==> src/cache_sram.sv <==
`timescale 1ns/1ps
// Single-port synchronous RAM, one access per cycle
// Read data appears one cycle after a chip-selected read and holds otherwise
// Contents are undefined after power-up; callers clear what they rely on
module cache_sram #(
    parameter int unsigned DEPTH   = 16,
    parameter type         entry_t = logic [31:0],
    localparam int unsigned ADDR_W = $clog2(DEPTH)
) (
    input  logic              clk_i,
    input  logic              cs_i,
    input  logic              we_i,
    input  logic [ADDR_W-1:0] addr_i,
    input  entry_t            wdata_i,
    output entry_t            rdata_o
);

    entry_t mem [DEPTH];

    always_ff @(posedge clk_i) begin
        if (cs_i) begin
            if (we_i) begin
                mem[addr_i] <= wdata_i;
            end else begin
                rdata_o <= mem[addr_i];
            end
        end
    end

    // Write strobes must come with a chip select from the request muxes
    we_needs_cs_a: assert property (@(posedge clk_i) we_i |-> cs_i)
        else $error("cache_sram: write enable without chip select");

endmodule

==> config.mk <==
export PLATFORM = sky130hd
export DESIGN_NAME = cache_sram
export DESIGN_NICKNAME = d
export VERILOG_FILES = /design/src/cache_sram.sv
export SDC_FILE = /design/constraint.sdc
export NUM_CORES = 1
export LEC_CHECK = 0
export BUFFER_PORTS_ARGS = -buffer_cell sky130_fd_sc_hd__buf_2
export CAP_MARGIN = 10
export CELL_PAD_IN_SITES_DETAIL_PLACEMENT = 1
export CELL_PAD_IN_SITES_GLOBAL_PLACEMENT = 2
export CORE_MARGIN = 3
export CORE_UTILIZATION = 50
export CTS_CLUSTER_DIAMETER = 200
export DETAILED_ROUTE_END_ITERATION = 10
export MAX_ROUTING_LAYER = met4
export PLACE_DENSITY_LB_ADDON = 0.1
export SYNTH_ARGS = -nofsm -noshare
export SYNTH_HDL_FRONTEND = slang
export SYNTH_SLANG_ARGS = --single-unit
==> constraint.sdc <==
create_clock -name clk_i -period 8.88 [get_ports clk_i]
set_clock_uncertainty 0.15 [all_clocks]
set_input_delay 1.332 -clock clk_i [delete_from_list [all_inputs] [get_ports clk_i]]
set_output_delay 1.332 -clock clk_i [all_outputs]
set_load 0.01 [all_outputs]
# [Word-level counts from Yosys, hierarchy flattened]
# Memory sizes are Yosys's and may differ from the RTL's. A register that Yosys moved wholly into a read port is not among the register bits.
# Cells that the tools add are included.
# Widths: inputs -> output; s select.
[word_totals] register_bits=0 ramBits=512 inputBits=39 out_inout_bits=32 wordCells=6 memories=1
[mem_list] memory="mem" words=16 word_bits=32 rd=1 rd_ports_with_merged_regs=1 wr=1 line="18" source="entry_t mem [DEPTH];"
[op_classes] muxes=3 bitwise=1 reduce_logical=1
[op_table] cell="$mux 1" count=3
[op_table] cell="$reduce_and 2->1" count=1
[op_table] cell="$not 1->1" count=1

# [Logic depth before layout (Yosys ltp)]
[depth] word_depth=3 depth_mapped=6 mapped_depth_nobuf=3

# [Worst setup path after synthesis]
# Ideal clock, no wire load.
[synth_timing] path_type="input port to flip-flop" start="input port addr_i[0]" end="memory mem[0][0] (netlist name), enable pin" setup_ps=461 arrival_time_ps=4410 required_time_ps=8269 setup_slack_ps=3859 cell_stages=5 path_buffers=3 path_cell_list="clkbuf_1 > buf_6 > buf_4 > or3_1 > nor3_1"
[synth_lines] item="start, declared" line="13" source="input logic [ADDR_W-1:0] addr_i,"
[synth_lines] item="end, declared" line="18"
# Straight into the memory's write port.

==> summary.md <==
| Metric | Value |
|---|---|
| Yosys reg bits | 544 |
| Final critical-path required period | approximately 4300 ps |
| Slew margin rel. | about a quarter |
| Netlist cell types | 17 |
| Peak supply drop | around 180 µV |
| Status | completed |
| Startpoint types | primary input |
| Initial Util | 50.8% |
| First-pass GRT wire length | roughly 68000 µm |
| Post-CTS Resized | 0 |
| Req. time, crit path | ~9100 ps |
| Via Count | between 9k and 10k |
| Avg Inst Size Synth | about 24 µm² |
| CP top delay family | buffers and inverters |
| Routed wire length | about 46000 µm |
| Layout area overhead | 14.5% |
| GP Congestion | 0.718 |
| Setup CP Type | in2reg |
| F_max | around 0.23 GHz |
| CP cell instances | clkbuf_8, buf_4, buf_4, mux4_2, a22oi_1, nand2_1 |
| Slew @ Worst Pin | around 1100 ps |
| Initial antenna violation count | 1 |
| Cell leakage power | approximately 7.4 nW |
| Top-Level Pins | 71 |
| Met1 usage | 31.0% |
| Setup TNS | 0 ps |
| All-Layer GR Usage | between 20% and 30% |
| Dominant cell type by area after synthesis | edfxtp_1 |
| Top cell by count, worst path | buf_4 |
| Grt ovf | 0 |
| Mapped Cells | about 840 |
| # hold bufs at CTS | 0 |
| Via count of the first global-routing pass | about 10k |
| Routed len/inst | 30.5 µm |
| Detailed Routing Iterations Pass 1 | 5 |
| Top Usage Layer GRT | met2 |
| Finished Core Util | 58.1% |
| Critical-path top delay cell | buf_4 |
| DR iter-0 viols | 759 |
| Max-Cap Viols | 0 |
| Antenna Nets Post-Route | 0 |
| Tot Pwr | ~5.4 mW |
| Final worst-path cycle share | between 40% and 50% |
| Clk buf depth | 3 |
| Core box area | 39800 µm² |
| Die W | ~210 µm |
| Share of cells above drive strength 1 | between 30% and 40% |
| Drt drc | 0 |
| Nets@finish | 991 |
| Vias/cell | 6.06 |
| CP bufs+invs | 3 |
| Clk slew on worst S/H paths | around 60 ps |
| Clock sinks | ~540 |
| Die area | 42900 µm² |
| Most frequent cells in the layout | edfxtp_1, mux4_2, buf_2 |
| Post CTS Setup Buffer Count | 0 |
| Grt met3 use | 3.15% |
| Cell Area, Synth | just over 20000 µm² |
| Cell Rows | 73 |
| Part of the Yosys area used for sequential elements | about four fifths |
| Skew-Pair Late Insertion Delay | around 600 ps |
| Post-Syn Nets | about 880 |
| Met2 Use GR | 36.0% |
| Yosys Warn Count | 0 |
| RSZ-0062 raised after global routing | no |
| Slew Viols, Final | 0 |
| Synth area leaders | edfxtp_1, mux4_2, a22oi_1 |
| Num CTS Buffers | between 50 and 60 |
| Pwr/cell area | 234 nW/µm² |
| Die Ht | 207 µm |
| Most common cell after layout, fill and taps aside | edfxtp_1 |
| Final setup fails | 0 |
| Proportion of netlist area held by the largest area contributor | between 80% and 90% |
| Buffers on Ports | 70 |
| TritonCTS clock tree | yes |
| Final HPWL DP | approximately 23000 µm |
| CP Max Fanout | 49 |
| Worst Hold Class | reg2reg |
| CTS Root Cell | clkbuf_16 |
| CP endpoint kind | flip-flop |
| Final Hold Fails | 0 |
| Pin count of the biggest net entering global routing | 77 |
| Crit path largest cell delay | ~890 ps |
| WP data arrival | between 4000 and 5000 ps |
| H-tree lvl count | 2 |
[synth_stat cells]
master      n
edfxtp_1  544
or3_1       1
nand2_1    34
a22oi_1    64
nor2_1     13
nand4b_1    2
nand2b_1    2
nor2b_1     3
clkbuf_1   26
buf_4       1
buf_2      11
buf_6       8
and2_1      1
nor3_1      4
mux4_2    128
buf_1       1
nand4_1     1
[per-layer routing]
metal	wire, µm	part of all wire [%]
met1	19400	42
met2	23200	50
met3	2490	5.4
met4	1280	2.8
met5	0	0
[worst register-to-register path: stages, from the launching register on]
cell and delay (ps):
edfxtp_1 380, mux4_2 470, a22oi_1 210, nand2_1 160
[per-stage QoR]
stage / hold WS (ps) / instances / cell area [µm²] / worst slack (ps)
floorplan: 560 / 844 / 20200 / 3860
global placement: 580 / 1420 / 21300 / 3950
detailed placement: 591 / 1420 / 21300 / 3890
CTS: 603 / 1522 / 23100 / 4500
global route: 625 / 1523 / 23100 / 4200
finish: 601 / 1523 / 23100 / 4610
[cells by family (layout without fill, tap and decap cells)]
| logic type | Yosys count | in the layout | synth area share, % |
|---|---|---|---|
| other | 0 | 1 | 0 |
| buffers and inverters | 47 | 200 | 1.26 |
| muxes | 128 | 128 | 14.3 |
| AOI/OAI and AO/OA | 64 | 64 | 2.38 |
| DFF | 544 | 544 | 80.8 |
| and+or+nand+nor | 61 | 61 | 1.31 |
[cell type report]
class                           instances  area (µm²)
Antenna cell                            1        2.50
Clock buffer                           68        1470
Clock inverter                         34         343
Fill cell                            3330       16700
Multi-Input combinational cell        253        3770
Sequential cell                       544       16300
Tap cell                              525         657
Timing Repair Buffer                   98         572
[power by group]
group,switching (mW),internal (mW)
Combinational,0.136,0.0867
Clock,0.951,1.37
Sequential,0.00900,2.87
Total,1.10,4.32
[flip-flops by register name (all words and copies together) (netlist names)]
name	cells
mem	512
rdata_o	32
[worst paths after layout]
check	startpoint	endpoint	slack, ps	cells past startpoint
worst max-delay path	addr_i[0]	rdata_o[10]	4610	6
worst min-delay path	mem[12][4]	rdata_o[4]	600	3
worst max register to register	mem[10][22]	rdata_o[22]	7230	3
worst min register to register	mem[12][4]	rdata_o[4]	600	3
(Power assumes the default switching activity.)
