--- config.mk ---
export PLATFORM = sky130hd
export DESIGN_NAME = dir_req_mux
export DESIGN_NICKNAME = d
export VERILOG_FILES = /design/src/common/memctrl_pkg.sv /design/src/dir/dir_req_mux.sv
export SDC_FILE = /design/constraint.sdc
export NUM_CORES = 1
export LEC_CHECK = 0
export BUFFER_PORTS_ARGS = -buffer_cell sky130_fd_sc_hd__buf_2
export CAP_MARGIN = 20
export CELL_PAD_IN_SITES_DETAIL_PLACEMENT = 1
export CELL_PAD_IN_SITES_GLOBAL_PLACEMENT = 1
export CORE_ASPECT_RATIO = 0.5
export CORE_MARGIN = 8
export CORE_UTILIZATION = 22
export CTS_CLUSTER_SIZE = 8
export DETAILED_ROUTE_END_ITERATION = 12
export PLACE_DENSITY_LB_ADDON = 0.1
export SLEW_MARGIN = 20
export SYNTH_ARGS = -nofsm -noshare
export SYNTH_HDL_FRONTEND = slang
export SYNTH_SLANG_ARGS = --single-unit
--- constraint.sdc ---
create_clock -name clk_i -period 3.8 [get_ports clk_i]
set_clock_uncertainty 0.15 [all_clocks]
set_input_delay 0.19 -clock clk_i [delete_from_list [all_inputs] [get_ports clk_i]]
set_output_delay 0.19 -clock clk_i [all_outputs]
set_load 0.01 [all_outputs]
--- src/common/memctrl_pkg.sv ---
// Shared operation encodings and default cache geometry
// Geometry defaults are only defaults; the top level passes its own values down
// Set, way and word counts are expected to be powers of two of at least 2
package memctrl_pkg;

    // Directory operation of the current cycle
    typedef enum logic [1:0] {
        DIR_IDLE   = 2'd0,
        DIR_CLEAR  = 2'd1,
        DIR_LOOKUP = 2'd2,
        DIR_REFILL = 2'd3
    } dir_op_e;

    // Data array operation of the current cycle
    typedef enum logic [1:0] {
        DATA_IDLE   = 2'd0,
        DATA_READ   = 2'd1,
        DATA_WRITE  = 2'd2,
        DATA_REFILL = 2'd3
    } data_op_e;

    // Default geometry
    localparam int unsigned DEF_NUM_WAYS   = 4;
    localparam int unsigned DEF_NUM_SETS   = 16;
    localparam int unsigned DEF_TAG_WIDTH  = 20;
    localparam int unsigned DEF_WORD_WIDTH = 32;
    localparam int unsigned DEF_LINE_WORDS = 4;

endpackage

--- src/dir/dir_req_mux.sv ---
`timescale 1ns/1ps
// Directory request selection and the clear sequence after reset
// ready_o rises NUM_SETS cycles after reset release, once all sets are cleared
// Callers keep every directory strobe low until ready_o
module dir_req_mux
    import memctrl_pkg::*;
#(
    parameter int unsigned NUM_WAYS  = DEF_NUM_WAYS,
    parameter int unsigned NUM_SETS  = DEF_NUM_SETS,
    parameter int unsigned TAG_WIDTH = DEF_TAG_WIDTH,
    localparam int unsigned SET_W    = $clog2(NUM_SETS)
) (
    input  logic                 clk_i,
    input  logic                 rst_ni,
    input  logic                 dir_match_i,
    input  logic [SET_W-1:0]     dir_match_set_i,
    input  logic                 dir_refill_i,
    input  logic [SET_W-1:0]     dir_refill_set_i,
    input  logic [NUM_WAYS-1:0]  dir_refill_way_i,
    input  logic [TAG_WIDTH-1:0] dir_refill_tag_i,
    output logic                 ready_o,
    output dir_op_e              dir_op_o,
    output logic [SET_W-1:0]     dir_addr_o,
    output logic [NUM_WAYS-1:0]  dir_cs_o,
    output logic [NUM_WAYS-1:0]  dir_we_o,
    output logic [TAG_WIDTH:0]   dir_wentry_o
);

    logic [SET_W-1:0] clr_set_q;
    logic             done_q;

    // Clear sequencer, one set per cycle
    always_ff @(posedge clk_i or negedge rst_ni) begin
        if (!rst_ni) begin
            clr_set_q <= '0;
            done_q    <= 1'b0;
        end else if (!done_q) begin
            clr_set_q <= clr_set_q + 1'b1;
            done_q    <= (clr_set_q == SET_W'(NUM_SETS - 1));
        end
    end

    assign ready_o = done_q;

    always_comb begin
        dir_op_o     = DIR_IDLE;
        dir_addr_o   = dir_match_set_i;
        dir_cs_o     = '0;
        dir_we_o     = '0;
        dir_wentry_o = '0;
        if (!done_q) begin
            // Invalid entries into every way
            dir_op_o   = DIR_CLEAR;
            dir_addr_o = clr_set_q;
            dir_cs_o   = '1;
            dir_we_o   = '1;
        end else if (dir_match_i) begin
            dir_op_o = DIR_LOOKUP;
            dir_cs_o = '1;
        end else if (dir_refill_i) begin
            // Only the chosen way is touched
            dir_op_o     = DIR_REFILL;
            dir_addr_o   = dir_refill_set_i;
            dir_cs_o     = dir_refill_way_i;
            dir_we_o     = dir_refill_way_i;
            dir_wentry_o = {1'b1, dir_refill_tag_i};
        end
    end

    dir_strobe_onehot_a: assert property (@(posedge clk_i) disable iff (!rst_ni)
        $onehot0({dir_match_i, dir_refill_i}))
        else $error("dir_req_mux: lookup and refill in the same cycle");

    dir_strobe_ready_a: assert property (@(posedge clk_i) disable iff (!rst_ni)
        !ready_o |-> !(dir_match_i || dir_refill_i))
        else $error("dir_req_mux: directory strobe while the clear is running");

endmodule

# Word level (Yosys, flattened, before mapping)
# Cells that the tools add are included.
# W data, S select, Z words.
dict set report op_classes {
  add_sub_neg 1
  n_mul 0
  div_mod_pow 0
  magnitude_cmp 0
  eq_ne 1
  shifts 0
  mux 15
  bitwise 0
  n_reduce_logical 0
}
# op n
set op_table {}
lappend op_table {{$mux W21} 3}
lappend op_table {{$mux W4} 8}
lappend op_table {{$mux W2} 3}
lappend op_table {{$add A4 B1 Y4 const B} 1}
lappend op_table {{$eq A4 B4 Y1 const B} 1}
lappend op_table {{$mux W1} 1}
dict set report word_totals {
  reg_bits 5
  latch_bits 0
  ramBits 0
  romBits 0
  input_bits 36
  output_inout_bits 36
  wordCells 19
  n_memories 0
}

# Longest topological paths before layout
dict set report depth {
  word_depth 3
  depth_mapped 3
  mapped_depth_nobuf 3
}

# Least setup slack after synthesis
# OpenSTA, ideal clock, no wires.
dict set report synth_path {
  path_kind {register to output}
  startpoint {reg done_q (netlist: ready_o)}
  endpoint {out dir_wentry_o[11]}
  t_arrival_ns 0.943
  required_time_ns 3.460
  path_slack_ns 2.517
  stages_incl_launch_ff 4
  path_buffers 1
  cell_sequence {dfrtp_1 and3b_4 buf_6 and2_4}
}
dict set report synth_via {
  elab_chain_cells 1
}
# element line_no
set synth_rtl {}
lappend synth_rtl {{start, declared} dir_req_mux.sv:30} ;# logic done_q;
lappend synth_rtl {{start signal, assigned} dir_req_mux.sv:39} ;# done_q <= (clr_set_q == SET_W'(NUM_SETS - 1));
lappend synth_rtl {{$mux W21} dir_req_mux.sv:51} ;# if (!done_q) begin
lappend synth_rtl {{end, declared} dir_req_mux.sv:26} ;# output logic [TAG_WIDTH:0] dir_wentry_o
# Every way passes these cells.

# Final worst setup path
dict set report layout_path {
  startpoint {reg done_q (netlist: ready_o)}
  endpoint {out dir_wentry_o[13]}
}
# The elaborated chain is that of the path after synthesis.

==> flow_summary_export.csv <==
group,metric,value,unit
route,drtIter0Drc,25,
critical_path,worst-path-buf-inv,1,
floorplan,die_area,4879,um2
clock_tree,ctsLongestPathBuffers,2,
logic_synthesis,synth_area,620.6,um2
floorplan,die_x,91.11,um
clock_tree,cts_buffers,3,
logic_synthesis,synth_cells,75,
final_layout,fin_area,1040,um2
critical_path,crit_chain,"and3b_4, and2_4, buf_2",
sta,setup-violations-final,0,
sta,hold_viol,0,
final_layout,nNetsFinal,184,
logic_synthesis,async_reset_ff_share,100.0,%
logic_synthesis,seq_area_frac_synth,20.16,%
clock_tree,postCtsSetupBuffers,0,
clock_tree,ctsResizeCount,0,
floorplan,row_count,13,
route,num_vias,775,
critical_path,path_delay_family,"flip-flops",
logic_synthesis,synth_top_area_cell,"and2_4",
sta,setup-tns-final,0,ns
placement,placed_area,984.7,um2
clock_tree,clk_pin_slew_worst_paths,0.03,ns
pwr,cellPowerDensity,218.3,nW/um2
final_layout,drive_above_1_share,65.75,%
logic_synthesis,synth_most_common_cell,"and2_4",
global_routing,grt_first_pass_wirelength,4015,um
pwr,p_leak,0.0006169,uW
global_routing,grt_overflow,0,
placement,place_congestion,0.7072,
logic_synthesis,ys_warn_count,0,
floorplan,die_h,53.56,um
route,vias_per_cell,4.235,
sta,worst_pin_slew,0.6647,ns
floorplan,core,2635,um2
logic_synthesis,syn-num-nets,112,
sta,fin_crit_sh,54.86,%
worst_hold_path,hold_path_class,"in2async",
sta,rsz0062_at_grt,"false",
critical_path,critPathMaxStageDelay,0.76,ns
sta,final_max_slew_viol_count,0,
pwr,ir_drop,0.1863,mV
logic_synthesis,ys_ff_latch,5,
route,first_pass_iters,2,
global_routing,antenna_found_initial,0,
placement,io_buffers,71,
route,wl_per_cell,14.69,um
final_layout,postLayoutCoreUtil,39.46,%
final_layout,area_growth,67.54,%
logic_synthesis,synthTopCellsByCount,"and2_4 (19), nand2_1 (13), nand2b_1 (6)",
critical_path,end_kind,"output pin",
route,drc_errors,0,
clock_tree,clk_latency,0.22,ns
logic_synthesis,ys.flop_type,"dfrtp_1",
critical_path,cp_max_fo,26,
sta,slew_headroom,55.69,%
clock_tree,cts-root-buf,"clkbuf_8",
sta,final.min_clock_period,2.085,ns
global_routing,groute.usage.overall,10.22,%
floorplan,start_util,23.55,%
job,max-cap-violations,0,
floorplan,io_pins,72,
placement,place_ws,1.930,ns
critical_path,startpoint_type,"flop",
critical_path,critical_path_arrival,1.74,ns
logic_synthesis,synth_cell_type_count,18,
critical_path,r2r_slack,2.36,ns
logic_synthesis,syn_avg_cell_area,8.275,um2
clock_tree,holdBufCountCts,1,
clock_tree,tritoncts,"yes",
critical_path,crit_type,"reg2out",
clock_tree,htreeDepth,1,
route,drt_wl_total,2689,um
placement,dpl.hpwl,2317,um
global_routing,grt_max_degree,27,
final_layout,antenna_cells,0,
clock_tree,clock-sinks,5,
critical_path,crit_path_top_delay_cell,"dfrtp_1",
logic_synthesis,synthTopCellsByArea,"and2_4 (27%), dfrtp_1 (20%), nand2_1 (7.9%)",
sta,fin_ws,1.715,ns
sta,fmax,479.7,MHz
logic_synthesis,synth_edf_count,0,
critical_path,cp.required,3.46,ns
logic_synthesis,synth_top_cell_area_share,26.81,%
global_routing,first_global_vias,713,
route,postRouteAntennaNets,0,
outcome,status,"finished, final reports clean",
pwr,power,227.0,uW
metrics by stage:
| step | std cells | hold WS (ns) |
|---|---|---|
| global placement | 178 | -0.1447 |
| CTS | 183 | 0.1552 |
| finish | 183 | 0.1717 |
| floorplan | 75 | -0.2556 |
| detailed placement | 178 | -0.1444 |
| global route | 183 | 0.1821 |
worst paths after layout:
| kind | cells past startpoint | start | to |
|---|---|---|---|
| setup / recovery | 3 | ready_o | dir_wentry_o[13] |
| hold / removal | 2 | rst_ni | clr_set_q[2] |
| setup reg to reg | 1 | ready_o | clr_set_q[1] |
| hold reg to reg | 1 | clr_set_q[3] | clr_set_q[3] |
| max in group asynchronous | 2 | rst_ni | clr_set_q[0] |
| min in group clk_i | 1 | clr_set_q[3] | clr_set_q[3] |
layer usage:
layer / global-route usage [%] / vias to the layer above / wire (um)
li1: - / 388 / -
met1: 13.15 / 347 / 1335
met2: 16.59 / 40 / 1166
met3: 2.909 / 0 / 187
met4: 3.217 / 0 / 0
met5: 0 / - / 0
where the power goes:
part           internal (uW)  leakage (uW)  total, uW  switching, uW
clock                   71.8     0.0000228       95.4           23.6
sequential              53.6     0.0000647       53.6              0
combinational           41.8      0.000529       78.0           36.2
total                    167      0.000617        227           59.8
logic make-up (layout without fill, tap and decap cells):
logic type / after synthesis / count (layout) / share of synthesized area, %
xor gates and xnor gates: 3 / 3 / 4.235
AOI/OAI and AO/OA: 10 / 10 / 10.69
buffers and inverters: 8 / 79 / 7.862
DFF: 5 / 5 / 20.16
muxes: 1 / 1 / 1.814
and+or+nand+nor: 47 / 47 / 53.23
adders and majority gates: 1 / 1 / 2.016
final cells by class:
cell class	instances	area (um2)
fillers	335	1595
repair buffers	72	365.4
multi-input cells	62	446.7
flip-flops and latches	5	125.1
inverters	3	11.26
well taps	37	46.29
clock buffers	4	45.04
flip-flops by register name (all words and copies together) (netlist names):
name / cells
clr_set_q: 4
ready_o: 1
cells in the final DEF, fill, tap and decap left out, drive strengths merged, types with 3 or more instances in the layout:
master  netlist  final
clkbuf        0      4
inv           3      3
and2         20     20
o211ai        4      4
xnor2         3      3
nand2b        6      6
nand2        13     13
dfrtp         5      5
nand4b        5      5
o21ai         4      4
buf           5     71
Note: power is estimated with default switching activity, not from simulation.
