==> config.mk <==
export PLATFORM = sky130hd
export DESIGN_NAME = data_ctrl
export DESIGN_NICKNAME = d
export VERILOG_FILES = /design/src/common/memctrl_pkg.sv /design/src/data/data_ctrl.sv
export SDC_FILE = /design/constraint.sdc
export NUM_CORES = 1
export LEC_CHECK = 0
export ABC_AREA = 1
export BUFFER_PORTS_ARGS = -buffer_cell sky130_fd_sc_hd__buf_2
export CORE_AREA = 2 2 118 120
export CTS_CLUSTER_DIAMETER = 60
export CTS_CLUSTER_SIZE = 25
export DETAILED_ROUTE_END_ITERATION = 8
export DIE_AREA = 0 0 120 122
export PLACE_DENSITY = 0.53
export REMOVE_ABC_BUFFERS = 1
export SLEW_MARGIN = 30
export SYNTH_ARGS = -nofsm -noshare
export SYNTH_HDL_FRONTEND = slang
export SYNTH_SLANG_ARGS = --single-unit
==> constraint.sdc <==
create_clock -name clk_i -period 1.1 [get_ports clk_i]
set_input_delay 0.055 -clock clk_i [delete_from_list [all_inputs] [get_ports clk_i]]
set_output_delay 0.055 -clock clk_i [all_outputs]
set_load 0.02 [all_outputs]
==> src/common/memctrl_pkg.sv <==
// Shared operation encodings and default cache geometry
// Geometry defaults are only defaults; the top level passes its own values down
// Set, way and word counts are expected to be powers of two of at least 2
package memctrl_pkg;

    // Directory operation of the current cycle
    typedef enum logic [1:0] {
        DIR_IDLE   = 2'd0,
        DIR_CLEAR  = 2'd1,
        DIR_LOOKUP = 2'd2,
        DIR_REFILL = 2'd3
    } dir_op_e;

    // Data array operation of the current cycle
    typedef enum logic [1:0] {
        DATA_IDLE   = 2'd0,
        DATA_READ   = 2'd1,
        DATA_WRITE  = 2'd2,
        DATA_REFILL = 2'd3
    } data_op_e;

    // Default geometry
    localparam int unsigned DEF_NUM_WAYS   = 4;
    localparam int unsigned DEF_NUM_SETS   = 16;
    localparam int unsigned DEF_TAG_WIDTH  = 20;
    localparam int unsigned DEF_WORD_WIDTH = 32;
    localparam int unsigned DEF_LINE_WORDS = 4;

endpackage

==> src/data/data_ctrl.sv <==
`timescale 1ns/1ps
// Data array request selection and read-way multiplexing
// Refill beats write, write beats read; every write is a full word
// A read is issued with its lookup, its word is picked by the next-cycle hit vector
module data_ctrl
    import memctrl_pkg::*;
#(
    parameter int unsigned NUM_WAYS   = DEF_NUM_WAYS,
    parameter int unsigned NUM_SETS   = DEF_NUM_SETS,
    parameter int unsigned WORD_WIDTH = DEF_WORD_WIDTH,
    parameter int unsigned LINE_WORDS = DEF_LINE_WORDS,
    localparam int unsigned SET_W     = $clog2(NUM_SETS),
    localparam int unsigned WIDX_W    = $clog2(LINE_WORDS),
    localparam int unsigned ADDR_W    = $clog2(NUM_SETS * LINE_WORDS)
) (
    input  logic                                clk_i,
    input  logic                                rst_ni,
    input  logic                                data_read_i,
    input  logic [SET_W-1:0]                    data_read_set_i,
    input  logic [WIDX_W-1:0]                   data_read_word_i,
    input  logic                                data_write_i,
    input  logic [SET_W-1:0]                    data_write_set_i,
    input  logic [WIDX_W-1:0]                   data_write_word_i,
    input  logic [WORD_WIDTH-1:0]               data_write_data_i,
    input  logic                                data_refill_i,
    input  logic [SET_W-1:0]                    data_refill_set_i,
    input  logic [NUM_WAYS-1:0]                 data_refill_way_i,
    input  logic [WIDX_W-1:0]                   data_refill_word_i,
    input  logic [WORD_WIDTH-1:0]               data_refill_data_i,
    input  logic [NUM_WAYS-1:0]                 hit_way_i,
    input  logic [NUM_WAYS-1:0][WORD_WIDTH-1:0] rdata_i,
    output logic [ADDR_W-1:0]                   data_addr_o,
    output logic [NUM_WAYS-1:0]                 data_cs_o,
    output logic [NUM_WAYS-1:0]                 data_we_o,
    output logic [WORD_WIDTH-1:0]               data_wdata_o,
    output logic [WORD_WIDTH-1:0]               data_read_data_o
);

    data_op_e op;
    logic     read_q;

    // Row of a word: set * LINE_WORDS + word
    function automatic logic [ADDR_W-1:0] line_addr(
        input logic [SET_W-1:0]  set,
        input logic [WIDX_W-1:0] word
    );
        return ADDR_W'(set) * ADDR_W'(LINE_WORDS) + ADDR_W'(word);
    endfunction

    always_comb begin
        if (data_refill_i) begin
            op = DATA_REFILL;
        end else if (data_write_i) begin
            op = DATA_WRITE;
        end else if (data_read_i) begin
            op = DATA_READ;
        end else begin
            op = DATA_IDLE;
        end
    end

    always_comb begin
        data_addr_o  = '0;
        data_cs_o    = '0;
        data_we_o    = '0;
        data_wdata_o = data_write_data_i;
        case (op)
            DATA_REFILL: begin
                data_addr_o  = line_addr(data_refill_set_i, data_refill_word_i);
                data_cs_o    = data_refill_way_i;
                data_we_o    = data_refill_way_i;
                data_wdata_o = data_refill_data_i;
            end
            DATA_WRITE: begin
                // Way of the previous lookup; a miss writes nothing
                data_addr_o = line_addr(data_write_set_i, data_write_word_i);
                data_cs_o   = hit_way_i;
                data_we_o   = hit_way_i;
            end
            DATA_READ: begin
                data_addr_o = line_addr(data_read_set_i, data_read_word_i);
                data_cs_o   = '1;
            end
            default: begin
                data_addr_o = '0;
            end
        endcase
    end

    always_ff @(posedge clk_i or negedge rst_ni) begin
        if (!rst_ni) begin
            read_q <= 1'b0;
        end else begin
            read_q <= (op == DATA_READ);
        end
    end

    // One-hot select, so OR-ing the masked words is enough
    always_comb begin
        data_read_data_o = '0;
        for (int w = 0; w < int'(NUM_WAYS); w++) begin
            if (read_q && hit_way_i[w]) begin
                data_read_data_o = data_read_data_o | rdata_i[w];
            end
        end
    end

    data_strobe_onehot_a: assert property (@(posedge clk_i) disable iff (!rst_ni)
        $onehot0({data_read_i, data_write_i, data_refill_i}))
        else $error("data_ctrl: more than one data access in the same cycle");

endmodule

Yosys cells after proc, flatten, opt, wreduce, memory -nomap -nowiden
Index checks and enable logic that the tools add are counted.
- bits of input ports: 223
- logic and storage cells: 25
- flip-flop bits (word level): 1
- output and inout port bits: 78
- reduce and logical (&&, ||, !) cells: 4
- equal/unequal tests: 3
- multiplexer cells: 11
- $add $sub $neg: 3
- bitwise operators: 3
- operators by type and width (cell ; number):
    32-bit two-way mux ; 5
    32-bit OR ; 3
    6-bit by 2-bit adder with 6-bit output ; 3
    6-bit case mux with 3 select lines ; 1
    4-bit case mux with 3 select lines ; 1
    4-bit case mux with 2 select lines ; 1
    2-bit == test (second input constant) ; 2
    1-bit logical AND ; 4
    2-bit two-way mux ; 2
    2-bit by 1-bit == test with 1-bit output (second input constant) ; 1
    1-bit two-way mux ; 1

Logic depth before layout (Yosys ltp)
- depth after elaboration: 8
- depth in mapped cells: 6
- depth with buffers taken out: 4

Worst setup path after synthesis
OpenSTA, ideal clock, no wires.
- path type: register to output
- start point: register read_q
- end point: output port data_read_data_o[11]
- data required time: 1.045 ns
- buffers on the path: 2
- path slack: 0.083 ns
- cell stages (with the launch flop): 7
- arrival time: 0.962 ns
- cells stage by stage: dfrtp_1 > buf_4 > buf_4 > nand3_1 > nand2_1 > inv_1 > nand2_1
- cells in the longest elaborated chain, start to end: 8
- elaborated cells between the ends (all ways): 11
- those cells by class: 4 x mux; 3 x bitwise; 4 x reduce/logical
- ends and longest elaborated chain (element ; RTL line ; RTL):
    from (decl) ; data_ctrl.sv:40 ; logic read_q;
    from (signal assigned) ; data_ctrl.sv:94 ; read_q <= (op == DATA_READ);
    1-bit logical AND ; data_ctrl.sv:102 ; if (read_q && hit_way_i[w]) begin
    32-bit two-way mux ; data_ctrl.sv:102 ;
    32-bit OR ; data_ctrl.sv:103 ; data_read_data_o = data_read_data_o | rdata_i[w];
    32-bit two-way mux ; data_ctrl.sv:102 ;
    32-bit OR ; data_ctrl.sv:103 ;
    32-bit two-way mux ; data_ctrl.sv:102 ;
    32-bit OR ; data_ctrl.sv:103 ;
    32-bit two-way mux (*) ; data_ctrl.sv:102 ;
    to (decl) ; data_ctrl.sv:36 ; output logic [WORD_WIDTH-1:0] data_read_data_o
Mark *: on every way between the ends. The rest lies on a longest branch, timed or not.

Worst setup path after layout
- start point: register read_q
- end point: output port data_read_data_o[15]
Same word-level chain as after synthesis.

==> flow_summary.toml <==
[pwr]
ir_drop_v = 0.000197
p_per_area_nw_per_um2 = 376
total_power_uw = 1770
p_leak_uw = 0.00277

[floorplanning]
rows = 43
die-height_um = 122
core_um2 = 13500
die_w_um = 120
start_util_pct = 15.8
io_pins = 301
die-area_um2 = 14600

[finish]
multi_input_area_um2 = 1940
largest_reg_flops = 1
drive_above_1_share_pct = 56.8
num-fill-cells = 1526
reg_top3 = "read_q (1)"
antennaDiodeCount = 0
layout.nets = 994
register_area_um2 = 28.8
top_register = "read_q"
synthToLayoutAreaGrowth_pct = 121

[clocking]
clk_pin_slew_ns = 0

[synth]
synth.top_cell.area_share_pct = 37.2
synth_most_common_cell = "nand2_1"
ys_top_cells_by_area = "nand2_1 37%, nand3_1 35%, inv_1 12%"
syn_area_per_cell_um2 = 4.52
yosysWarnings = 0
synth_edf_count = 0
synthArstFlopShare_pct = 100
yosys.cell_types.count = 11
synthCells = 471
yosysTopAreaCell = "nand2_1"
ys_ff_latch = 1
synth_area_um2 = 2130
ys_seq_area_share_pct = 1.18
synthTopCellsByCount = "211 x nand2_1, 150 x nand3_1, 66 x inv_1"
ys.flop_type = "dfrtp_1"

[run_status]
violations = "setup timing"
status = "complete, but fails checks"

[worst_setup_path]
cpMostUsedCell = "nand2_1"
startpoint = "read_q"
end_kind = "primary output"
critical_path.slowest_cell = "dfrtp_4"
crit_required_ns = 1.04
cp.arrival_ns = 1.21
crit_chain = "buf_12 -> buf_8 -> nand3_1 -> nand2_1 -> inv_1 -> nand2_1 -> buf_6"
critPathMaxFanout = 14
path_buf_inv = 4
crit_family = "buffers and inverters"
slowest_delay_ns = 0.49
worstSetupPathType = "flop to primary output"
startpoint_type = "flop"

[global_route]
track_usage_pct = 13.7
antenna_found_initial = 0
grt_pass1_wl_mm = 16.6
overflow = 0
grt_pass1_vias = 3483
grt_start_max_net_pins = 57

[placement]
gp_congestion = 0.769
place_ws_ns = -0.182
hpwl_mm = 9.39
portBuffers = 300

[detailed_routing]
post_drt_via_cell_ratio = 4.28
wl_per_cell_um = 13.1
drcViolationCount = 0
vias = 4065
first_iter_violations = 152
drt-total-wl_mm = 12.4
postRouteAntennaNets = 0
drtPass1Iterations = 4

[sta]
slew_violations = 0
setup_viol_count_final = 32
finalHoldViolCount = 0
fin_ws_ns = -0.168
post-route-period-util_pct = 115
rsz0062_at_grt = "yes"
min_period_ns = 1.27
maxSlewHeadroom_pct = 82.4
fmax_mhz = 788
worstMarginPinSlew_ns = 0.264

[run]
max_cap_viol_count = 0

[worst_hold_path]
hp-class = "primary input to asynchronous set/reset pin"
layout by cell type, fill, tap and decap left out:
cell type        n
buf_12           9
nand2_1        185
nand3_2         59
nand3_4          2
nand3_1         89
buf_2          271
nand2_2         26
inv_1           56
buf_16           1
buf_8            3
dfrtp_4          1
buf_4           14
inv_2           11
buf_6           32
nor2_1           1
dlygate4sd3_1    1
clkbuf_16        7
nor2_4           1
cells by family (layout without fill, tap and decap cells):
family	count (synthesis)	count (layout)	share of synthesized area (%)
buf+inv	107	405	25.6
simple gates	363	363	73.2
flops	1	1	1.18
how the worst max path moves through the flow:
| stage | slack, ns | cells past startpoint | end |
|---|---|---|---|
| floorplan | -1.63 | 4 | data_read_data_o[0] |
| global placement | -0.19 | 6 | data_read_data_o[31] |
| detailed placement | -0.18 | 6 | data_read_data_o[31] |
| CTS | -0.14 | 6 | data_read_data_o[16] |
| global route | -0.20 | 7 | data_read_data_o[15] |
| finish | -0.17 | 7 | data_read_data_o[15] |
final cells by class:
cell class | instances | area share [%]
well taps | 180 | 4.78
inverters | 67 | 5.34
multi-input cells | 363 | 41.3
repair buffers | 338 | 48.0
flip-flops and latches | 1 | 0.611
per-layer routing:
layer / up-vias / global-route usage (%) / share of wire, %
met1: 1791 / 15.8 / 39
li1: 2059 / - / -
met3: 4 / 1.73 / 7.9
met5: - / 0 / 0
met4: 0 / 1.03 / 0.44
met2: 211 / 27.6 / 53
through the flow:
step / std cells / TNS, ns / cell area [um2] / util (%) / hold slack (ns)
after global routing: 949 / -5.57 / 4710 / 34.9 / 0.409
final: 949 / -4.09 / 4710 / 34.9 / 0.391
after global placement: 934 / -2.67 / 3810 / 28.2 / -0.168
after floorplan: 431 / -52.02 / 1830 / - / -0.241
after CTS: 935 / -2.55 / 3880 / 28.8 / 0.402
after detailed placement: 934 / -2.92 / 3810 / 28.2 / -0.167
power breakdown:
group	internal (uW)	total (uW)	switching, uW
Combinational	796	1730	931
Clock	0	0	0
Sequential	39.9	43.1	3.19
Total	835	1770	935
timing repair:
action | 4_1_cts | 5_1_grt
hold buffers | 1 | 0
buffers inserted | 0 | 3
endpoints found under the setup margin | 32 | 33
pin swaps | 0 | 30
hold endpoints to repair | 1 | 0
resized for setup | 22 | 154
gates cloned | 0 | 11
Note: power is estimated with default switching activity, not from simulation.
