==> config.mk <==
export PLATFORM = sky130hd
export DESIGN_NAME = dir_resolve
export DESIGN_NICKNAME = d
export VERILOG_FILES = /design/src/common/memctrl_pkg.sv /design/src/dir/dir_resolve.sv
export SDC_FILE = /design/constraint.sdc
export NUM_CORES = 1
export LEC_CHECK = 0
export ABC_AREA = 1
export BUFFER_PORTS_ARGS = -buffer_cell sky130_fd_sc_hd__buf_2
export CAP_MARGIN = 20
export CELL_PAD_IN_SITES_DETAIL_PLACEMENT = 1
export CELL_PAD_IN_SITES_GLOBAL_PLACEMENT = 2
export CORE_ASPECT_RATIO = 0.9
export CORE_MARGIN = 2
export CORE_UTILIZATION = 18
export CTS_BUF_LIST = sky130_fd_sc_hd__clkbuf_2
export CTS_CLUSTER_SIZE = 14
export DETAILED_ROUTE_END_ITERATION = 10
export MAX_ROUTING_LAYER = met4
export PLACE_DENSITY_LB_ADDON = 0.1
export SLEW_MARGIN = 15
export SYNTH_ARGS = -nofsm -noshare
export SYNTH_HDL_FRONTEND = slang
export SYNTH_SLANG_ARGS = --single-unit
==> constraint.sdc <==
create_clock -name clk_i -period 1.27 [get_ports clk_i]
set_input_delay 0.1905 -clock clk_i [delete_from_list [all_inputs] [get_ports clk_i]]
set_output_delay 0.1905 -clock clk_i [all_outputs]
set_load 0.01 [all_outputs]
==> src/common/memctrl_pkg.sv <==
// Shared operation encodings and default cache geometry
// Geometry defaults are only defaults; the top level passes its own values down
// Set, way and word counts are expected to be powers of two of at least 2
package memctrl_pkg;

    // Directory operation of the current cycle
    typedef enum logic [1:0] {
        DIR_IDLE   = 2'd0,
        DIR_CLEAR  = 2'd1,
        DIR_LOOKUP = 2'd2,
        DIR_REFILL = 2'd3
    } dir_op_e;

    // Data array operation of the current cycle
    typedef enum logic [1:0] {
        DATA_IDLE   = 2'd0,
        DATA_READ   = 2'd1,
        DATA_WRITE  = 2'd2,
        DATA_REFILL = 2'd3
    } data_op_e;

    // Default geometry
    localparam int unsigned DEF_NUM_WAYS   = 4;
    localparam int unsigned DEF_NUM_SETS   = 16;
    localparam int unsigned DEF_TAG_WIDTH  = 20;
    localparam int unsigned DEF_WORD_WIDTH = 32;
    localparam int unsigned DEF_LINE_WORDS = 4;

endpackage

==> src/dir/dir_resolve.sv <==
`timescale 1ns/1ps
// Hit vector and victim choice from the per-way results of the last lookup
// Victim is the lowest invalid way, else the rotating pointer
// Both outputs stay zero until the first lookup after reset
module dir_resolve
    import memctrl_pkg::*;
#(
    parameter int unsigned NUM_WAYS = DEF_NUM_WAYS,
    localparam int unsigned PTR_W   = $clog2(NUM_WAYS)
) (
    input  logic                clk_i,
    input  logic                rst_ni,
    input  dir_op_e             dir_op_i,
    input  logic [NUM_WAYS-1:0] hit_i,
    input  logic [NUM_WAYS-1:0] valid_i,
    output logic [NUM_WAYS-1:0] dir_hit_way_o,
    output logic [NUM_WAYS-1:0] dir_victim_way_o
);

    logic                looked_q;
    logic [PTR_W-1:0]    rr_ptr_q;
    logic [NUM_WAYS-1:0] victim;

    always_ff @(posedge clk_i or negedge rst_ni) begin
        if (!rst_ni) begin
            looked_q <= 1'b0;
            rr_ptr_q <= '0;
        end else begin
            if (dir_op_i == DIR_LOOKUP) begin
                looked_q <= 1'b1;
            end
            // One step per refill, wrapping at the last way
            if (dir_op_i == DIR_REFILL) begin
                rr_ptr_q <= (rr_ptr_q == PTR_W'(NUM_WAYS - 1)) ? '0 : rr_ptr_q + 1'b1;
            end
        end
    end

    always_comb begin
        victim           = '0;
        victim[rr_ptr_q] = 1'b1;
        // Scan downwards so the lowest invalid way wins
        for (int w = int'(NUM_WAYS) - 1; w >= 0; w--) begin
            if (!valid_i[w]) begin
                victim    = '0;
                victim[w] = 1'b1;
            end
        end
    end

    assign dir_hit_way_o    = looked_q ? hit_i : '0;
    assign dir_victim_way_o = looked_q ? victim : '0;

    // A tag may live in one way of a set only
    hit_onehot_a: assert property (@(posedge clk_i) disable iff (!rst_ni)
        $onehot0(dir_hit_way_o))
        else $error("dir_resolve: tag hits in more than one way");

endmodule

* Word level (Yosys, flattened, before mapping)
Index checks and enable logic that the tools add are counted.
** Operators by class
- Reduce and logical (&&, ||, !) cells :: 1
- Magnitude comparators :: 2
- Divide/modulo/power cells :: 0
- Bitwise logic cells :: 0
- Multiply operators :: 0
- Eq/ne operators :: 3
- Shift operators :: 0
- $add $sub $neg :: 1
- Muxes and demuxes :: 9
** Operators by type and width (count)
- 4-bit two-way mux :: 6
- 2-bit == test, second input constant :: 3
- 2-bit by 3-bit less-than comparator with 1-bit output, second input constant :: 1
- 2-bit by 1-bit adder with 2-bit output, second input constant :: 1
- 1-bit demux with 2-bit select :: 1
- 2-bit by 1-bit >= comparator with 1-bit output, second input constant :: 1
- 2-bit two-way mux :: 1
- 1-bit logical AND :: 1
- 1-bit two-way mux :: 1
** Storage, ports and cells
- Flip-flop bits (word level) :: 3
- Bits in latches :: 0
- ROM bits :: 0
- Memory bits (writable) :: 0
- Memories kept :: 0
- Bits of input ports :: 12
- Word-level logic and storage cells :: 18

* Depth between registers and ports, before layout
Gate-level depths: netlist of run 1.
- Depth in word-level cells :: 9
- Mapped depth :: 6

* Least setup slack after synthesis of run 1
Ideal clock, no wire load.
- Path kind :: register to output
- Start :: reg rr_ptr_q[0]
- End :: out dir_victim_way_o[0]
- Arrival time :: 0.929 ns
- Path buffers :: 0
- Cell stages (with the launch flop) :: 7
- Required time :: 1.080 ns
- Slack :: 0.151 ns
- Path through :: dfrtp_1 -> inv_1 -> ha_1 -> nand2_1 -> nor2_1 -> nor2_1 -> nor2_1
** On the way
- Word-level cells in the longest chain between the ends :: 9
- Elaborated cells between the ends (all ways) :: 10
- Classes of those cells :: order compare: 2; mux: 7; reduce/logical: 1
** Ends and longest elaborated chain
- start: declaration :: line dir_resolve.sv:21 : logic [PTR_W-1:0] rr_ptr_q;
- start signal: assignment :: line dir_resolve.sv:34 : rr_ptr_q <= (rr_ptr_q == PTR_W'(NUM_WAYS - 1)) ? '0 : rr_ptr_q + 1'b1;
- 2-bit by 3-bit less-than comparator with 1-bit output (implied by the code) / 2-bit by 1-bit >= comparator with 1-bit output (equally long branches) :: line dir_resolve.sv:41 : victim[rr_ptr_q] = 1'b1;
- 1-bit logical AND (implied by the code) :: line dir_resolve.sv:41
- 1-bit two-way mux (implied by the code) :: line dir_resolve.sv:41
- 1-bit demux with 2-bit select * :: line dir_resolve.sv:41
- 4-bit two-way mux * (4 in series) :: line dir_resolve.sv:44 : if (!valid_i[w]) begin
- 4-bit two-way mux * :: line dir_resolve.sv:52 : assign dir_victim_way_o = looked_q ? victim : '0;
- end: declaration :: line dir_resolve.sv:17 : output logic [NUM_WAYS-1:0] dir_victim_way_o
Every way passes the cells marked *; elsewhere a longest branch is shown, timed or not.

* Worst setup path in the final report of run 1
- Start :: reg rr_ptr_q[0]
- End :: out dir_victim_way_o[2]
The elaborated chain is that of the path after synthesis.

==> results.cfg, run 1 <==
[outcome]
status = finished with violations
violations = setup timing

[cts]
cts.sinks = 3
cts_tree = yes
cts-root-buf = clkbuf_2
clk_pin_slew_worst_paths_ns = 0.04
cts_made_buffers = 3
clk_latency_ns = 0.20
clockBufferDepth = 2
htreeDepth = 1

[final_layout]
area_growth_pct = 76.0
utilization_pct = 33.4
final_cells = 85
num_antenna_cells = 0
nets = 87
fillers = 197
layout-drive-gt1-share_pct = 48.6

[global_route]
grtUsageTotal_pct = 10.6
grt_antenna_before_repair = 0
grt_max_degree = 8
first_global_vias = 295
grt_pass1_wl_um = 1260
overflow = 0

[drt]
vias = 337
antenna_left = 0
dr.first_iter.drc_count = 1
vias_per_cell = 3.96
drc = 0
wl_um = 780
dr.pass1.iters = 2
post_drt_wl_per_cell_um = 9.18

[critical_path]
cp_data_arrival_time_ns = 1.20
crit_required_ns = 1.08
critPathKind = reg -> out
crit_path_max_fanout = 3
start_kind = register
reg2reg_from = rr_ptr_q[1]
rr_worst_depth = 4
end_kind = output port
crit_path_start = rr_ptr_q[0]

[die]
chipWidth_um = 44.9
core.rowCount = 13
start_util_pct = 19.0
core_area_sq_mm = 0.00143
die_area_sq_mm = 0.00184
die_y_um = 40.8
ioPinCount = 20

[synth]
yosys-top-cells-count = nand2_1 (12), inv_1 (11), ha_1 (4), nor2_1 (4)
synth.yosys.seq_area_share_pct = 27.6
synth_top_cell_by_area = dfrtp_1
synth_area_sq_um = 272
syn-num-nets = 58
synth_async_sr_flop_share_pct = 100
ys_warn_count = 0
syn_avg_cell_area_sq_um = 6.46
synth_most_common_cell = nand2_1
synth_area_leaders = dfrtp_1 (28%), ha_1 (18%), nand2_1 (17%)
synth_top_area_share_pct = 27.6
synth_edf_count = 0
yosys_most_used_dff = dfrtp_1
synth-seq-cells = 3
synthCells = 42
ys_types = 9

[place]
portBuffers = 19
dpl.cell_count = 76
gp_congestion = 0.631
dp_hpwl_um = 600

[sta]
fin_ws_ns = -0.122
finalSetupViolCount = 4
period_minus_slack_ns = 1.39
final_hold_viol_count = 0
hold_ws_ns = 0.193
skew_ns = 0.00000917
rsz0062_at_grt = true
tightest_slew_ns = 0.231
slew_viol_final = 0
fin_crit_sh_pct = 110
maxClockFrequency_mhz = 718
slew_headroom_pct = 84.6

[worst_hold_path]
min_from = dir_op_i[0]
hp-class = in -> reg
hold_path_depth = 2

[pwr]
ir_drop_uv = 760
powerDensity_mw_per_mm2 = 1210
p_total_uw = 578
cellLeakagePower_uw = 0.000297

[flow_run]
maxCapViolCount = 0
-- layer usage --
metal	track usage (%)	up-vias	routed length [um]
met5	-	-	0
met4	8.82	0	0
met3	2.64	0	29
met2	13.2	7	404
met1	14.1	147	346
li1	-	183	-
-- what timing repair did --
item,4_1_cts,5_1_grt
setup buffers,3,1
endpoints found under the hold margin,3,0
hold buffers,1,0
gates resized for setup,4,4
cloned,0,0
pin swaps,2,3
endpoints found under the setup margin,4,4
-- area by class of cell --
type                    instances  area, sq um  share of cell area, %
multi-input cells              28          188                   39.3
repair buffers                 24          135                   28.3
flip-flops and latches          3         75.1                   15.7
inverters                      11         41.3                   8.64
clock buffers                   4         20.0                   4.19
well taps                      15         18.8                   3.93
-- sequential cells by signal, indices dropped and copies added (netlist names) --
register	count
rr_ptr_q	2
looked_q	1
-- critical path, stage by stage (launching register included) --
cell	delay, ns
dfrtp_1	0.40
inv_2	0.09
buf_4	0.12
ha_4	0.10
nand2_1	0.04
a21oi_1	0.11
buf_2	0.14
-- metrics by stage --
stage	TNS, ns	cell area [sq um]	worst slack, ns
floorplan	0	272	0.151
global placement	0	385	0.0669
finish	-0.393	478	-0.122
detailed placement	0	385	0.0499
CTS	-0.443	450	-0.138
global route	-0.788	478	-0.228
-- final timing paths --
check | to | slack (ns)
hold / removal | looked_q | 0.19
setup reg to reg | rr_ptr_q[1] | 0.32
hold reg to reg | rr_ptr_q[1] | 0.64
max in group asynchronous | rr_ptr_q[0] | 0.86
setup / recovery | dir_victim_way_o[2] | -0.12
min in group asynchronous | looked_q | 0.31
-- cell families after synthesis --
kind of cell               share of synthesized area (%)
adders and majority gates                           18.4
DFF                                                 27.6
and+or+nand+nor                                     29.5
AOI/OAI and AO/OA                                   9.22
buffers and inverters                               15.2
-- placed cells by master (no fill, tap or decap), types with 2 or more instances in the layout --
master and count:
buf_2 19, nand2_1 11, inv_1 9, nor2_1 4
clkbuf_2 4, buf_4 4, o21ai_0 3, dfrtp_1 3
inv_2 2, nand3_2 2, a21oi_1 2, ha_4 2
ha_1 2
-- power by group --
part	switching, uW	internal [uW]	leakage (uW)
clock	48.8	83.0	0.0000166
combinational	146	153	0.000247
sequential	24.8	123	0.0000334
total	220	359	0.000297
No activity file was read; power rests on OpenSTA's default activity.
==> run 2, diff against run 1 <==
--- a/config.mk
+++ b/config.mk
@@ -13,7 +13,7 @@
 export CORE_ASPECT_RATIO = 0.9
 export CORE_MARGIN = 2
 export CORE_UTILIZATION = 18
-export CTS_BUF_LIST = sky130_fd_sc_hd__clkbuf_2
+export CTS_BUF_LIST = sky130_fd_sc_hd__clkbuf_2 sky130_fd_sc_hd__clkbuf_4 sky130_fd_sc_hd__clkbuf_8
 export CTS_CLUSTER_SIZE = 14
 export DETAILED_ROUTE_END_ITERATION = 10
 export MAX_ROUTING_LAYER = met4
==> results.cfg, run 2 (synthesized netlist as in run 1, its figures left out) <==
[outcome]
status = finished with violations
violations = setup timing

[final_layout]
final_cell_mix = buf_2 (19), nand2_1 (11), inv_1 (9)
final_common_cell = buf_2
final_cells = 85
regMostFlops = rr_ptr_q
top_regs = rr_ptr_q x2, looked_q x1
layout-drive-gt1-share_pct = 48.6
largest_reg_flops = 2
num_antenna_cells = 0
area_growth_pct = 79.7
nets = 87

[place]
portBuffers = 19
place_ws_ns = 0.0499
gp_congestion = 0.631
dpl.cell_count = 76
dp_hpwl_um = 600

[cts]
cts_tree = yes
htreeDepth = 1
cts.sinks = 3
cts-root-buf = clkbuf_4
clk_pin_slew_worst_paths_ns = 0.04
cts_made_buffers = 3
clockBufferDepth = 2
clk_latency_ns = 0.23

[global_route]
grt_pass1_wl_um = 1260
grt_antenna_before_repair = 0
overflow = 0
first_global_vias = 295
grtUsageTotal_pct = 10.6
grt_max_degree = 8

[die]
die_y_um = 40.8
chipWidth_um = 44.9
core.rowCount = 13
start_util_pct = 19.0
die_area_sq_mm = 0.00184
core_area_sq_mm = 0.00143
ioPinCount = 20

[sta]
slew_viol_final = 0
skew_ns = 0.0000141
maxClockFrequency_mhz = 704
hold_ws_ns = 0.166
rsz0062_at_grt = true
tns_ns = -0.509
fin_crit_sh_pct = 112
finalSetupViolCount = 4
period_minus_slack_ns = 1.42
fin_ws_ns = -0.151
tightest_slew_ns = 0.231
final_hold_viol_count = 0
slew_headroom_pct = 84.6

[drt]
drc = 0
vias = 338
dr.first_iter.drc_count = 1
dr.pass1.iters = 2
wl_um = 781
antenna_left = 0
post_drt_wl_per_cell_um = 9.19
vias_per_cell = 3.98

[critical_path]
path_cells = inv_2 -> buf_4 -> ha_4 -> nand2_1 -> a21oi_1 -> buf_2
start_kind = register
crit_path_max_fanout = 3
cp_slowest_cell = dfrtp_1
max_stage_delay_ns = 0.39
end_kind = output port
critPathKind = reg -> out
crit_required_ns = 1.08
cp_data_arrival_time_ns = 1.23

[pwr]
p_total_uw = 634
ir_drop_uv = 764
powerDensity_mw_per_mm2 = 1300
cellLeakagePower_uw = 0.000298

[worst_hold_path]
hp-class = in -> reg

[flow_run]
maxCapViolCount = 0
-- run 2: cell count changes in the layout (fill, tap and decap cells not counted) --
cell / delta
clkbuf_2: -4
clkbuf_4: +4
-- run 2: stage by stage --
stage,utilization [%],cell area [sq um]
finish,34.1,488
global route,34.1,488
CTS,32.2,460
detailed placement,26.9,385
global placement,26.9,385
floorplan,-,272
-- run 2: routing by layer --
| layer | track usage (%) | share of wire, % |
|---|---|---|
| met5 | - | 0 |
| met4 | 8.82 | 0 |
| met3 | 2.64 | 3.7 |
| met1 | 14.1 | 44 |
| met2 | 13.2 | 52 |
-- run 2: cell type report --
type / count / area, sq um
Inverter: 11 / 41.3
Tap cell: 15 / 18.8
Timing Repair Buffer: 24 / 135
Multi-Input combinational cell: 28 / 188
Clock buffer: 4 / 30.0
Fill cell: 197 / 943
Sequential cell: 3 / 75.1
-- run 2: critical path, delay by kind of cell, from the launching register on --
kind            cells  cell delay, ns
fa+ha+maj           1            0.10
simple gates        1            0.04
buf+inv             3            0.35
compound gates      1            0.11
flops               1            0.39
-- run 2: timing repair --
item,4_1_cts,5_1_grt
gates resized for setup,4,4
pin swaps,2,3
setup buffers,3,1
setup endpoints to repair,4,4
hold endpoints to repair,3,0
cloned,0,0
hold buffers,1,0
-- run 2: worst paths after layout --
path	to	slack, ns	from	cells past startpoint
max	dir_victim_way_o[2]	-0.15	rr_ptr_q[0]	6
max reg2reg	rr_ptr_q[1]	0.32	rr_ptr_q[1]	4
min in group asynchronous	looked_q	0.28	rst_ni	2
min	looked_q	0.17	dir_op_i[0]	2
max in group asynchronous	rr_ptr_q[0]	0.88	rst_ni	2
min reg2reg	rr_ptr_q[1]	0.64	rr_ptr_q[1]	2
-- run 2: where the power goes --
group | total (uW) | switching, uW | internal (uW) | leakage (uW)
Sequential | 148 | 24.8 | 123 | 0.0000334
Combinational | 299 | 146 | 153 | 0.000247
Clock | 187 | 48.5 | 139 | 0.0000184
Total | 634 | 219 | 415 | 0.000298
==> run 3, diff against run 2 <==
--- a/config.mk
+++ b/config.mk
@@ -18,6 +18,7 @@
 export DETAILED_ROUTE_END_ITERATION = 10
 export MAX_ROUTING_LAYER = met4
 export PLACE_DENSITY_LB_ADDON = 0.1
+export SETUP_SLACK_MARGIN = 0.5
 export SLEW_MARGIN = 15
 export SYNTH_ARGS = -nofsm -noshare
 export SYNTH_HDL_FRONTEND = slang
==> results.cfg, run 3 (synthesized netlist as in run 1, its figures left out) <==
[worst_hold_path]
hp-class = in -> reg

[sta]
rsz0062_at_grt = true
hold_ws_ns = 0.157
final_hold_viol_count = 0
fin_crit_sh_pct = 113
maxClockFrequency_mhz = 697
skew_ns = 0.0000517
fin_ws_ns = -0.165
slew_headroom_pct = 89.9
period_minus_slack_ns = 1.44
finalSetupViolCount = 4
tightest_slew_ns = 0.150
tns_ns = -0.558
slew_viol_final = 0

[drt]
drc = 0
post_drt_wl_per_cell_um = 9.64
wl_um = 839
vias_per_cell = 4.08
vias = 355
antenna_left = 0
dr.first_iter.drc_count = 1
dr.pass1.iters = 3

[pwr]
cellLeakagePower_uw = 0.000309
switchingPower_uw = 260
p_sw_share_pct = 34.6
p_clk_share_pct = 25.1
ir_drop_uv = 748
pwr-share-comb_pct = 54.7
powerDensity_mw_per_mm2 = 1420
power_frac_seq_pct = 20.2
p_int_uw = 492
p_total_uw = 753

[critical_path]
cp_slowest_cell = dfrtp_1
critPathCapture = dir_victim_way_o[2]
crit_path_start = rr_ptr_q[1]
critPathKind = reg -> out
reg2reg_slack_ns = 0.34
crit_required_ns = 1.08
r2r_end = rr_ptr_q[1]
reg2reg_from = rr_ptr_q[0]
crit_path_frequent_cell = buf_6
path_cells = buf_6 -> buf_6 -> ha_4 -> nand2_2 -> a21oi_2 -> buf_2
rr_worst_depth = 4
end_kind = output port
crit_path_max_fanout = 3
max_stage_delay_ns = 0.40
start_kind = register
cp_data_arrival_time_ns = 1.24

[final_layout]
layout-drive-gt1-share_pct = 61.1
final_common_cell = buf_2
fillers = 200
largest_reg_flops = 2
num_antenna_cells = 0
regMostFlops = rr_ptr_q
area_growth_pct = 95.4
top_regs = rr_ptr_q x2, looked_q x1
nets = 89
final-seq-area_sq_um = 76.3
multi_input_area_sq_um = 203
final_cell_mix = buf_2 (19), nand2_1 (10), inv_1 (8)
utilization_pct = 37.1

[place]
place_ws_ns = 0.0614
gp_congestion = 0.726
portBuffers = 19
dp_hpwl_um = 601

[cts]
cts-root-buf = clkbuf_4
cts_made_buffers = 3
cts.sinks = 3
cts_tree = yes
clockBufferDepth = 2
clk_latency_ns = 0.23
htreeDepth = 1
clk_pin_slew_worst_paths_ns = 0.04

[die]
core_area_sq_mm = 0.00143
ioPinCount = 20
die_area_sq_mm = 0.00184
chipWidth_um = 44.9
start_util_pct = 19.0
core.rowCount = 13
die_y_um = 40.8

[global_route]
grt_pass1_wl_um = 1240
grtUsageTotal_pct = 10.2
first_global_vias = 297
overflow = 0
grt_antenna_before_repair = 0
grt_max_degree = 8

[flow_run]
maxCapViolCount = 0

[outcome]
violations = setup timing
status = finished with violations
[run 3: metal layers]
metal	vias to the layer above	global-route usage (%)	routed length, um
met2	9	18.2	431
li1	185	-	-
met4	0	6.62	0
met1	161	11.0	363
met5	-	-	0
met3	0	1.32	43
[run 3: repair_timing]
action | 4_1_cts | 5_1_grt
setup endpoints to repair | 11 | 11
pin swaps | 6 | 7
resized for setup | 8 | 5
endpoints found under the hold margin | 3 | 0
hold buffers | 1 | 0
setup buffers | 4 | 2
[run 3: how the worst min path moves through the flow]
stage,cells after the start,end,start
floorplan,0,looked_q,rst_ni
global placement,1,looked_q,rst_ni
detailed placement,1,looked_q,rst_ni
CTS,2,looked_q,dir_op_i[0]
global route,2,looked_q,dir_op_i[0]
finish,2,looked_q,dir_op_i[0]
[run 3: critical path, delay by kind of cell (launching register included)]
family / cells / cell delay (ns)
adder cells (fa/ha/maj): 1 / 0.15
AO/OA/AOI/OAI: 1 / 0.04
buffers and inverters: 3 / 0.37
flip-flops: 1 / 0.40
AND/OR/NAND/NOR: 1 / 0.05
[run 3: metrics by stage]
step | cells | area (sq um)
5_1_grt | 87 | 531
2_1_floorplan | 42 | 284
3_5_place_dp | 76 | 398
3_3_place_gp | 76 | 398
6_report | 87 | 531
4_1_cts | 85 | 503
[run 3: cell type report]
type                    instances  area share [%]
multi-input cells              28            38.2
clock buffers                   4            5.66
well taps                      15            3.54
flip-flops and latches          3            14.4
repair buffers                 26            30.4
inverters                      11            7.78
[run 3: power groups by stage]
stage	clock [uW]	sequential, uW	combinational, uW
detailed placement	0	153	190
global route	216	157	471
finish	189	152	412
floorplan	0	146	123
global placement	0	150	190
CTS	201	148	335
